===== src/hdl/tinker_isa_pkg.sv =====
package tinker_isa_pkg;

    // datapath width
    localparam int xlen = 64;
    // instruction word width
    localparam int ilen = 32;

    typedef logic [4:0]  reg_addr_t;
    typedef logic [11:0] lit_t;

    // kept subset of the tinker opcode map
    typedef enum logic [4:0] {
        op_and        = 5'h00,
        op_or         = 5'h01,
        op_xor        = 5'h02,
        op_not        = 5'h03,
        op_shftr      = 5'h04,
        op_shftri     = 5'h05,
        op_shftl      = 5'h06,
        op_shftli     = 5'h07,
        op_brr        = 5'h08,
        op_brr_rel    = 5'h09,
        op_br_rel_lit = 5'h0a,
        op_brnz       = 5'h0b,
        op_brgt       = 5'h0e,
        op_halt       = 5'h0f,
        op_load       = 5'h10,
        op_mov        = 5'h11,
        op_movl       = 5'h12,
        op_store      = 5'h13,
        op_add        = 5'h18,
        op_addi       = 5'h19,
        op_sub        = 5'h1a,
        op_subi       = 5'h1b,
        op_mul        = 5'h1c
    } opcode_t;

    // op in the top five bits, literal at the bottom
    typedef struct packed {
        opcode_t   op;
        reg_addr_t rd;
        reg_addr_t rs;
        reg_addr_t rt;
        lit_t      lit;
    } instr_t;

endpackage

===== src/hdl/tinker_pipe_pkg.sv =====
package tinker_pipe_pkg;

    // if/id register
    typedef struct packed {
        logic                            valid;
        logic [tinker_isa_pkg::xlen-1:0] pc;
        tinker_isa_pkg::instr_t          instr;
    } fetch_t;

    // id/ex register, operands as read in decode
    typedef struct packed {
        logic                            valid;
        tinker_isa_pkg::opcode_t         op;
        tinker_isa_pkg::reg_addr_t       rd;
        tinker_isa_pkg::reg_addr_t       rs;
        tinker_isa_pkg::reg_addr_t       rt;
        // second operand comes from the literal
        logic                            lit_sel;
        logic [tinker_isa_pkg::xlen-1:0] literal;
        logic [tinker_isa_pkg::xlen-1:0] pc;
        logic [tinker_isa_pkg::xlen-1:0] rd_val;
        logic [tinker_isa_pkg::xlen-1:0] rs_val;
        logic [tinker_isa_pkg::xlen-1:0] rt_val;
    } decoded_t;

    // ex/mem register
    typedef struct packed {
        logic                            valid;
        tinker_isa_pkg::reg_addr_t       rd;
        logic                            reg_write;
        logic                            mem_write;
        logic                            is_load;
        logic [tinker_isa_pkg::xlen-1:0] result;
        logic [tinker_isa_pkg::xlen-1:0] addr;
        logic [tinker_isa_pkg::xlen-1:0] store_data;
        logic                            redirect;
        logic [tinker_isa_pkg::xlen-1:0] target;
        logic                            halt;
    } ex_mem_t;

    // register writeback
    typedef struct packed {
        logic                            valid;
        tinker_isa_pkg::reg_addr_t       rd;
        logic [tinker_isa_pkg::xlen-1:0] data;
    } wb_t;

endpackage


===== src/hdl/tinker_fetch.sv =====
module tinker_fetch #(
    parameter logic [tinker_isa_pkg::xlen-1:0] reset_pc = 64'h2000
) (
    input  logic                            clk,
    input  logic                            reset,
    output logic [tinker_isa_pkg::xlen-1:0] imem_addr,
    input  logic [tinker_isa_pkg::ilen-1:0] imem_data,
    input  tinker_pipe_pkg::ex_mem_t        ex_mem,
    output tinker_pipe_pkg::fetch_t         if_id
);

    logic [tinker_isa_pkg::xlen-1:0] pc;
    // set once halt reaches ex/mem, cleared only by reset
    logic                            stopped;
    logic                            kill;

    // instruction port answers in the same cycle
    assign imem_addr = pc;
    assign kill      = ex_mem.valid & (ex_mem.redirect | ex_mem.halt);

    always_ff @(posedge clk or posedge reset) begin
        if (reset) begin
            pc      <= reset_pc;
            stopped <= 1'b0;
            if_id   <= '0;
        end else begin
            if_id.pc    <= pc;
            if_id.instr <= tinker_isa_pkg::instr_t'(imem_data);
            // word in flight behind a taken branch is dropped too
            if_id.valid <= ~stopped & ~kill;
            if (kill) begin
                if (ex_mem.halt) begin
                    stopped <= 1'b1;
                end else begin
                    pc <= ex_mem.target;
                end
            end else if (!stopped) begin
                pc <= pc + 64'd4;
            end
        end
    end

    // execute must never flag a jump and a halt on one entry
    a_redirect_halt: assert property (@(posedge clk) disable iff (reset)
        ex_mem.valid |-> !(ex_mem.redirect && ex_mem.halt));

endmodule


===== config.mk =====
export PLATFORM = sky130hd
export DESIGN_NAME = tinker_fetch
export DESIGN_NICKNAME = d
export VERILOG_FILES = /design/src/hdl/tinker_isa_pkg.sv /design/src/hdl/tinker_pipe_pkg.sv /design/src/hdl/tinker_fetch.sv
export SDC_FILE = /design/constraint.sdc
export NUM_CORES = 1
export LEC_CHECK = 0
export BUFFER_PORTS_ARGS = -buffer_cell sky130_fd_sc_hd__buf_2
export CAP_MARGIN = 0
export CORE_AREA = 4 4 178 180
export DETAILED_ROUTE_END_ITERATION = 12
export DIE_AREA = 0 0 182 184
export GPL_TIMING_DRIVEN = 0
export PLACE_DENSITY = 0.59
export SKIP_CTS_REPAIR_TIMING = 1
export SLEW_MARGIN = 5
export SYNTH_ARGS = -nofsm -noshare
export SYNTH_HDL_FRONTEND = slang
export SYNTH_SLANG_ARGS = --single-unit

===== constraint.sdc =====
create_clock -name clk -period 4.4 [get_ports clk]
set_input_delay 0.44 -clock clk [delete_from_list [all_inputs] [get_ports clk]]
set_output_delay 0.44 -clock clk [all_outputs]
set_load 0.02 [all_outputs]

# Word level (Yosys, flattened, before mapping)
# Cells that the tools add are included.
[op_classes]
mux = 3
add_sub_neg = 1
n_reduce_logical = 2
bitwise = 5
eq_ne = 2
[ops]
columns = ["op", "count"]
rows = [
  ["$mux W64", 3],
  ["$add A64 B3 Y64 const B", 1],
  ["$reduce_and A2 Y1", 2],
  ["$and A1 B1 Y1", 2],
  ["$ne A2 B1 Y1 const B", 1],
  ["$ne A2 B2 Y1 const B", 1],
  ["$not A1 Y1", 2],
  ["$or A1 B1 Y1", 1],
]
[word_totals]
inputBits = 301
elab_cells = 22
regBits = 162
output_inout_bits = 161

# Longest topological paths before layout
# Gate-level depths: netlist of run 1.
[logic_depth]
word_depth = 4
mapped_depth = 10
depth_no_buf = 8

# Worst setup path before layout of run 1
# No wires, ideal clock.
[synth_timing]
kind = "register -> register"
start = "register pc, in the netlist imem_addr[48]"
end = "register pc, in the netlist imem_addr[62]"
setup_ps = 66
path_slack_ps = 2103
stages_incl_launch_ff = 7
n_path_buf = 0
arrival_ps = 2231
path_cell_list = "dfrtp_1 > nand4_2 > or4_4 > or4_4 > nor3_2 > and3_1 > o31a_1"
[synth_between]
elab_chain_cells = 3
[synth_rtl]
columns = ["item", "line_no", "source"]
rows = [
  ["from (decl)", "tinker_fetch.sv:12", "logic [tinker_isa_pkg::xlen-1:0] pc;"],
  ["from (signal assigned)", "tinker_fetch.sv:23", "pc <= reset_pc;"],
  ["from (signal assigned)", "tinker_fetch.sv:35", "pc <= ex_mem.target;"],
  ["from (signal assigned)", "tinker_fetch.sv:38", "pc <= pc + 64'd4;"],
  ["$add A64 B3 Y64", "tinker_fetch.sv:38", ""],
  ["$mux W64", "tinker_fetch.sv:37", "end else if (!stopped) begin"],
  ["$mux W64", "tinker_fetch.sv:31", "if (kill) begin"],
]
# No other way between the ends. The select of a mux whose other input is x is not followed.
# A chain may end at the register's enable or synchronous reset.

# Final worst setup path of run 1
[layout_timing]
start = "register pc, in the netlist imem_addr[3]"
end = "register pc, in the netlist imem_addr[48]"
# The elaborated chain is that of the path after synthesis.

==> summary.md, run 1 <==
| Metric | Value |
|---|---|
| Status | `finished with violations` |
| Violated checks | `negative hold slack` |
| Drt initial violations | `390` |
| Vias per inst | `around 4.7` |
| Setup TNS | `0 ns` |
| Netlist Area Pre-Place | `6500 um2` |
| Num rows | `64` |
| Final Hold Viols | `1` |
| Required time worst endpoint | `roughly 4.7 ns` |
| Most common cell after layout, fill and taps aside | `buf_2` |
| Post-synthesis xor/xnor area fraction | `0%` |
| Post-synthesis adder-cell area fraction | `0.192%` |
| TritonRoute pass-1 iters | `5` |
| Vias | `6245` |
| Initial antenna violation count | `22` |
| Most frequent cells in the layout | `buf_2, dfrtp_1, nor2_1` |
| Port bufs | `260` |
| Max Slew Vio Count | `0` |
| CP Max Fanout | `10` |
| Power Dens Cells | `roughly 510 nW/um2` |
| Multiplexer share of the synthesized area | `less than 1%` |
| Fmax | `331 MHz` |
| Hold_ws | `-0.00430 ns` |
| R2R Path End | `imem_addr[48]$_DFFE_PP0N_` |
| Clock Skews | `between 0.01 and 0.015 ns` |
| CTS H-tree depth | `4` |
| Worst setup path class | `reg -> reg` |
| Initial core utilization | `a little over a fifth` |
| CP endpoint kind | `register` |
| Clock insertion delay at the later pin of the skew report | `0.44 ns` |
| R2R depth | `7` |
| Share of post-route cells with drive strength above 1 | `approximately a third` |
| Vias in the first global route | `just over 6000` |
| Post-synth EDFFs | `0` |
| Max Cap Viol | `0` |
| Simple-gate share of the synthesized area | `roughly a fifth` |
| Clock buffer count from CTS | `17` |
| WP data arrival | `about 3.3 ns` |
| Clk sink count | `~160` |
| Worst-Margin Slew | `roughly 0.90 ns` |
| Synth Area in Compound Gates | `between 10% and 20%` |
| Area growth syn-to-layout | `38.2%` |
| Leakage | `~0.0040 uW` |
| Die H | `184 um` |
| Detailed-route DRC error count | `0` |
| Ys flop type | `dfrtp_1` |
| I/O Pins | `~460` |
| Period Utilization, post-route | `between 60 and 70%` |
| Synthesized Nets | `around 930` |
| Largest net degree at the start of global routing | `44` |
| DR WL/cell | `just over 20 um` |
| Synth Warn # | `0` |
| Grt ovf | `0` |
| Fin crit period | `3.02 ns` |
| CTS max path bufs | `2` |
| CP Launch Type | `register` |
| Max-slew headroom | `about two fifths` |
| Final setup vio count | `0` |
| GRT Util Overall | `roughly 16%` |
| # nets final | `1208` |
| Worst R2R Start | `imem_addr[3]$_DFFE_PP0N_` |
| Post-DRT Antenna Nets | `0` |
| Worst-path clk slew | `0.07 ns` |
| Clk root buf | `clkbuf_16` |
| VDD IR max | `around 0.27 mV` |
| Total die area | `33500 um2` |
| RSZ-0062 raised after global routing | `false` |
| CTS tree | `yes` |
| Seq/Total Area, Yosys | `between 60% and 70%` |
| Synth Instances | `just over 600` |
| DP HPWL | `between 20000 and 25000 um` |
| FF+latch count, synth | `~160` |
| Largest family of logic cells by synthesized area | `simple AND/OR/NAND/NOR gates` |
| Fillers | `around 3200` |
| Avg Inst Size Synth | `roughly 10 um2` |
| Distinct cells, synth | `56` |
| Async set or reset register ratio after synthesis | `100%` |
| Horiz. Die Dim | `~180 um` |
| Hold crit path type | `in -> async` |
| Worst setup startpoint | `imem_addr[3]$_DFFE_PP0N_` |
| Setup slack, reg-to-reg | `about 1.4 ns` |
| Drt total wl | `27400 um` |
| Core area | `~30000 um2` |
| Final GP Congestion | `between 0.8 and 0.9` |
| First-pass GRT wire length | `roughly 40000 um` |
-- critical path, cell delays in order (launching register included) --
cell,delay (ns)
dfrtp_1,0.48
ha_1,0.23
nand3_1,0.22
nor4_1,0.59
buf_2,0.36
nand4_1,0.44
o32ai_1,0.46
a21oi_1,0.11
-- cell type report --
cell class | instances | area [um2] | share of cell area, %
buffer | 34 | 134 | 1.49
clock inverter | 11 | 138 | 1.53
sequential | 162 | 4060 | 45.1
inverter | 10 | 41.3 | 0.460
timing repair buffer | 264 | 1380 | 15.4
tap | 396 | 495 | 5.51
antenna | 8 | 20.0 | 0.223
clock buffer | 20 | 447 | 4.97
multi-input combinational | 417 | 2270 | 25.3
-- cells by family (layout without fill, tap and decap cells) --
| kind of cell | after synthesis | count (layout) |
|---|---|---|
| multiplexers | 2 | 2 |
| AND/OR/NAND/NOR | 258 | 258 |
| adder cells (fa/ha/maj) | 1 | 1 |
| AO/OA/AOI/OAI | 156 | 156 |
| buffers and inverters | 44 | 339 |
| flip-flops | 162 | 162 |
| other | 0 | 8 |
-- power by group --
| part | total [uW] | leakage (uW) | internal [uW] | switching (uW) |
|---|---|---|---|---|
| clock | 1520 | 0.000281 | 899 | 618 |
| combinational | 1030 | 0.00184 | 342 | 692 |
| sequential | 2010 | 0.00188 | 1740 | 271 |
-- synth_stat cells, types with 10 or more instances --
| cell type | number | area [um2] |
|---|---|---|
| dfrtp_1 | 161 | 4030 |
| nor2_1 | 63 | 236 |
| nand2_1 | 59 | 221 |
| a21oi_1 | 57 | 285 |
| nor3_1 | 37 | 185 |
| nand3_1 | 30 | 150 |
| clkbuf_1 | 25 | 93.8 |
| o21ai_0 | 25 | 125 |
| o22ai_1 | 23 | 144 |
| nand4_1 | 14 | 87.6 |
| nor4_1 | 14 | 87.6 |
| and3_1 | 11 | 68.8 |
| a211oi_1 | 10 | 75.1 |
| inv_1 | 10 | 37.5 |
-- sequential cells by signal, indices dropped and copies added (netlist names) --
signal	count
if_id	97
imem_addr	64
stopped	1
-- through the flow --
stage	area, um2	power (uW)	setup slack (ns)	instances	utilization, %
2_1_floorplan	6500	2560	1.90	623	-
3_3_place_gp	8300	3060	0.788	1279	27.5
3_5_place_dp	8380	3080	1.23	1283	27.8
4_1_cts	8960	4620	1.41	1314	29.7
5_1_grt	8980	4800	1.23	1319	29.7
6_report	8980	4560	1.38	1322	29.8
-- layer usage --
layer / track usage, % / part of all wire (%)
met5: 0 / 0.56
met4: 7.02 / 2.9
met3: 6.85 / 11
met2: 22.9 / 43
met1: 21.0 / 43
-- worst max-delay path by stage --
| stage | cells after the start | slack [ns] | endpoint |
|---|---|---|---|
| after detailed placement | 7 | 1.23 | imem_addr[10]$_DFFE_PP0N_ |
| after global placement | 2 | 0.79 | if_id[43]$_DFF_PP0_ |
| after floorplan | 1 | 1.90 | if_id[0]$_DFF_PP0_ |
| after CTS | 8 | 1.41 | imem_addr[44]$_DFFE_PP0N_ |
| final | 7 | 1.38 | imem_addr[48]$_DFFE_PP0N_ |
| after global routing | 7 | 1.23 | imem_addr[48]$_DFFE_PP0N_ |
No activity file was read; power rests on OpenSTA's default activity.
==> inputs of run 2 (changes only) <==
--- a/config.mk
+++ b/config.mk
@@ -5,13 +5,14 @@
 export SDC_FILE = /design/constraint.sdc
 export NUM_CORES = 1
 export LEC_CHECK = 0
+export ABC_AREA = 1
 export BUFFER_PORTS_ARGS = -buffer_cell sky130_fd_sc_hd__buf_2
 export CAP_MARGIN = 0
-export CORE_AREA = 4 4 178 180
+export CORE_AREA = 4 4 176 178
 export DETAILED_ROUTE_END_ITERATION = 12
-export DIE_AREA = 0 0 182 184
+export DIE_AREA = 0 0 180 182
 export GPL_TIMING_DRIVEN = 0
-export PLACE_DENSITY = 0.59
+export PLACE_DENSITY = 0.64
 export SKIP_CTS_REPAIR_TIMING = 1
 export SLEW_MARGIN = 5
 export SYNTH_ARGS = -nofsm -noshare
==> constraint.sdc (replaced) <==
create_clock -name clk -period 2.75 [get_ports clk]
set_input_delay 0.275 -clock clk [delete_from_list [all_inputs] [get_ports clk]]
set_output_delay 0.275 -clock clk [all_outputs]
set_load 0.02 [all_outputs]
==> run 2 against run 1 <==
  * The flow now finishes without violations
  * Register-to-register slack worse by 0.89 ns
  * Non-clock buffer count grew 26
  * Sequential power up 65%
  * Largest cell class unchanged
  * Largest power group unchanged
==> summary.md, run 2 <==
| Metric | Value |
|---|---|
| VDD IR max | `0.378 mV (was 0.270 mV)` |
| Leakage | `0.00514 uW (was 0.00400 uW)` |
| Max-slew headroom | `32.5% (was 39.6%)` |
| Horiz. Die Dim | `180 um (was 182 um)` |
| Most frequent cells in the layout | `nand2_1, buf_2, nor2_1 (was buf_2, dfrtp_1, nor2_1)` |
| CP Launch Type | `register (unchanged)` |
| Synth Warn # | `0 (unchanged)` |
| Synth top cells by count | `nand2_1, nor2_1, dfrtp_1 (was dfrtp_1, nor2_1, nand2_1)` |
| CTS H-tree depth | `4 (unchanged)` |
| Period Utilization, post-route | `82.0% (was 68.6%)` |
| Share of post-route cells with drive strength above 1 | `25.6% (was 34.0%)` |
| Status | `complete, no violations (was finished with violations)` |
| Core area | `29400 um2 (was 30200 um2)` |
| Largest Register | `if_id (unchanged)` |
| Largest register FFs | `97 (unchanged)` |
| Vias in the first global route | `7313 (was 6150)` |
| Utilization after layout | `34.9% (was 29.8%)` |
| Clock Skews | `0.0196 ns (was 0.0147 ns)` |
| Drt initial violations | `598 (was 390)` |
| Antenna cells | `0 (was 8)` |
| Hold endpoint | `imem_addr[0]$_DFFE_PP0P_` |
| R2R Path End | `imem_addr[46]$_DFFE_PP0N_ (was imem_addr[48]$_DFFE_PP0N_)` |
| Num rows | `63 (was 64)` |
| R2R depth | `12 (was 7)` |
| Area growth syn-to-layout | `36.8% (was 38.2%)` |
| DP HPWL | `26400 um (was 21100 um)` |
| Fillers | `3134 (was 3187)` |
| WP data arrival | `2.57 ns (was 3.32 ns)` |
| Synthesized Nets | `1271 (was 925)` |
| Most frequent cell after synthesis | `nand2_1 (was dfrtp_1)` |
| Initial antenna violation count | `3 (was 22)` |
| Cell taking the most area after synthesis | `dfrtp_1 (unchanged)` |
| Initial core utilization | `25.5% (was 21.5%)` |
| Seq/Total Area, Yosys | `54.1% (was 62.4%)` |
| Sw Pwr | `2940 uW (was 1580 uW)` |
| Fin crit period | `2.25 ns (was 3.02 ns)` |
| Max Slew Vio Count | `0 (unchanged)` |
| CP Max Fanout | `6 (was 10)` |
| Required time worst endpoint | `3.07 ns (was 4.70 ns)` |
| Post-synth top area share | `53.7% (was 62.0%)` |
| Vias | `7746 (was 6245)` |
| Drt total wl | `33300 um (was 27400 um)` |
| Die H | `182 um (was 184 um)` |
| Clk sink count | `162 (unchanged)` |
| Hold Path Depth | `3` |
| Reg power frac | `43.8% (was 44.1%)` |
| Area contributors post-synth | `dfrtp_1, nand2_1, nor2_1 (was dfrtp_1, a21oi_1, nor2_1)` |
| RSZ-0062 raised after global routing | `false (unchanged)` |
| Clk root buf | `clkbuf_16 (unchanged)` |
| # nets final | `1588 (was 1208)` |
| Clock network power share | `31.1% (was 33.3%)` |
| Clock insertion delay at the later pin of the skew report | `0.44 ns (about the same)` |
| TritonRoute pass-1 iters | `5 (unchanged)` |
| Grt ovf | `0 (unchanged)` |
| Worst-path clk slew | `0.08 ns (was 0.07 ns)` |
| Cell Int Power | `4610 uW (was 2980 uW)` |
| CTS max path bufs | `2 (unchanged)` |
| Synth Instances | `969 (was 623)` |
| Part of the power in combinational logic | `25.1% (was 22.7%)` |
| Distinct cells, synth | `29 (was 56)` |
| CTS tree | `yes (unchanged)` |
| Hold crit path type | `in -> reg (was in -> async)` |
| Netlist Area Pre-Place | `7500 um2 (was 6500 um2)` |
| Most common cell after layout, fill and taps aside | `nand2_1 (was buf_2)` |
| CP endpoint kind | `register (unchanged)` |
| Worst R2R Start | `imem_addr[3]$_DFFE_PP0N_ (unchanged)` |
| Worst-Margin Slew | `1.01 ns (was 0.898 ns)` |
| Power Dens Cells | `736 nW/um2 (was 507 nW/um2)` |
| FF+latch count, synth | `162 (unchanged)` |
| GRT Util Overall | `19.7% (was 16.0%)` |
| Final GP Congestion | `0.922 (was 0.829)` |
| Worst Min Path Start | `ex_mem[1]` |
| Post-synth EDFFs | `0 (unchanged)` |
| Ys flop type | `dfrtp_1 (unchanged)` |
| Fmax | `444 MHz (was 331 MHz)` |
| DR WL/cell | `19.7 um (was 20.7 um)` |
| Final setup vio count | `0 (unchanged)` |
| Max Cap Viol | `0 (unchanged)` |
| Final Hold Viols | `0 (was 1)` |
| Worst setup path class | `reg -> reg (unchanged)` |
| I/O Pins | `462 (unchanged)` |
| Vias per inst | `4.59 (was 4.72)` |
| Port bufs | `261 (was 260)` |
| Detailed-route DRC error count | `0 (unchanged)` |
| Switching share of power | `39.0% (was 34.7%)` |
| Clock buffer count from CTS | `17 (unchanged)` |
| Tot Pwr | `7550 uW (was 4560 uW)` |
| Setup slack, reg-to-reg | `0.50 ns (was 1.38 ns)` |
| Avg Inst Size Synth | `7.74 um2 (was 10.4 um2)` |
| Post-DRT Antenna Nets | `0 (unchanged)` |
| First-pass GRT wire length | `47800 um (was 39600 um)` |
| Largest net degree at the start of global routing | `41 (was 44)` |
| Async set or reset register ratio after synthesis | `100% (unchanged)` |
| Total die area | `32800 um2 (was 33500 um2)` |
| Worst setup startpoint | `imem_addr[3]$_DFFE_PP0N_ (unchanged)` |
## run 2: cell count changes after synthesis, sizes merged, moves of 28 or more
cell / change
a21oi: -29
inv: +60
nand2: +267
nand3: +28
nor2: +139
nor3: -39
o21ai: +35
## run 2: worst max path at each step
stage / to / slack, ns
2_1_floorplan: if_id[0]$_DFF_PP0_ / 0.42
3_3_place_gp: if_id[6]$_DFF_PP0_ / -0.66
3_5_place_dp: imem_addr[52]$_DFFE_PP0N_ / 0.58
4_1_cts: imem_addr[46]$_DFFE_PP0N_ / 0.56
5_1_grt: imem_addr[46]$_DFFE_PP0N_ / 0.37
6_report: imem_addr[46]$_DFFE_PP0N_ / 0.50
## run 2: final cells by class
class	instances	area, um2	area share [%]
flip-flops and latches	162	4060	39.5
multi-input cells	711	3070	29.9
repair buffers	298	1720	16.7
well taps	390	488	4.76
clock buffers	19	433	4.22
inverters	70	267	2.60
clock inverters	13	118	1.15
plain buffers	26	118	1.15
## run 2: worst max-delay path, cell delays in order (launching register included)
cell,delay (ns)
dfrtp_1,0.50
ha_1,0.25
nand2_1,0.07
nor2_1,0.15
nand2_1,0.19
inv_1,0.12
nand2_1,0.09
nor2_1,0.37
nand2_1,0.10
nand2_1,0.08
nand3_1,0.08
nand2_1,0.08
nand2_1,0.04
## run 2: per-stage QoR
step | setup TNS [ns] | std cells | instance area (um2) | setup WS [ns] | hold slack (ns)
5_1_grt | 0 | 1689 | 10300 | 0.369 | 0.0875
3_5_place_dp | 0 | 1624 | 9380 | 0.581 | 0.361
4_1_cts | 0 | 1656 | 9930 | 0.557 | -0.109
2_1_floorplan | 0 | 969 | 7510 | 0.419 | 0.306
6_report | 0 | 1689 | 10300 | 0.495 | 0.0642
3_3_place_gp | -102.47 | 1620 | 9300 | -0.665 | 0.383
## run 2: cells by family (layout without fill, tap and decap cells)
group,count (synthesis),after routing,share of synthesized area [%]
compound gates,97,97,6.80
simple gates,603,603,32.7
buf+inv,96,426,5.07
flops,162,162,54.1
xor+xnor,10,10,1.17
fa+ha+maj,1,1,0.167
## run 2: routing by layer
metal  GRT usage [%]  vias up  wire length [um]
met5               0        -                13
met4            4.54        2               448
met3            6.49       27              3350
met2            26.5      381             13100
met1            30.3     3636             16400
li1                -     3700                 -
## run 2: power groups by stage
stage               registers, uW  clock network, uW  logic, uW
global placement             3340                  0       1830
floorplan                    3680                  0        605
CTS                          3300               2390       1870
detailed placement           3350                  0       1860
finish                       3310               2350       1890
global route                 3380               2480       2070
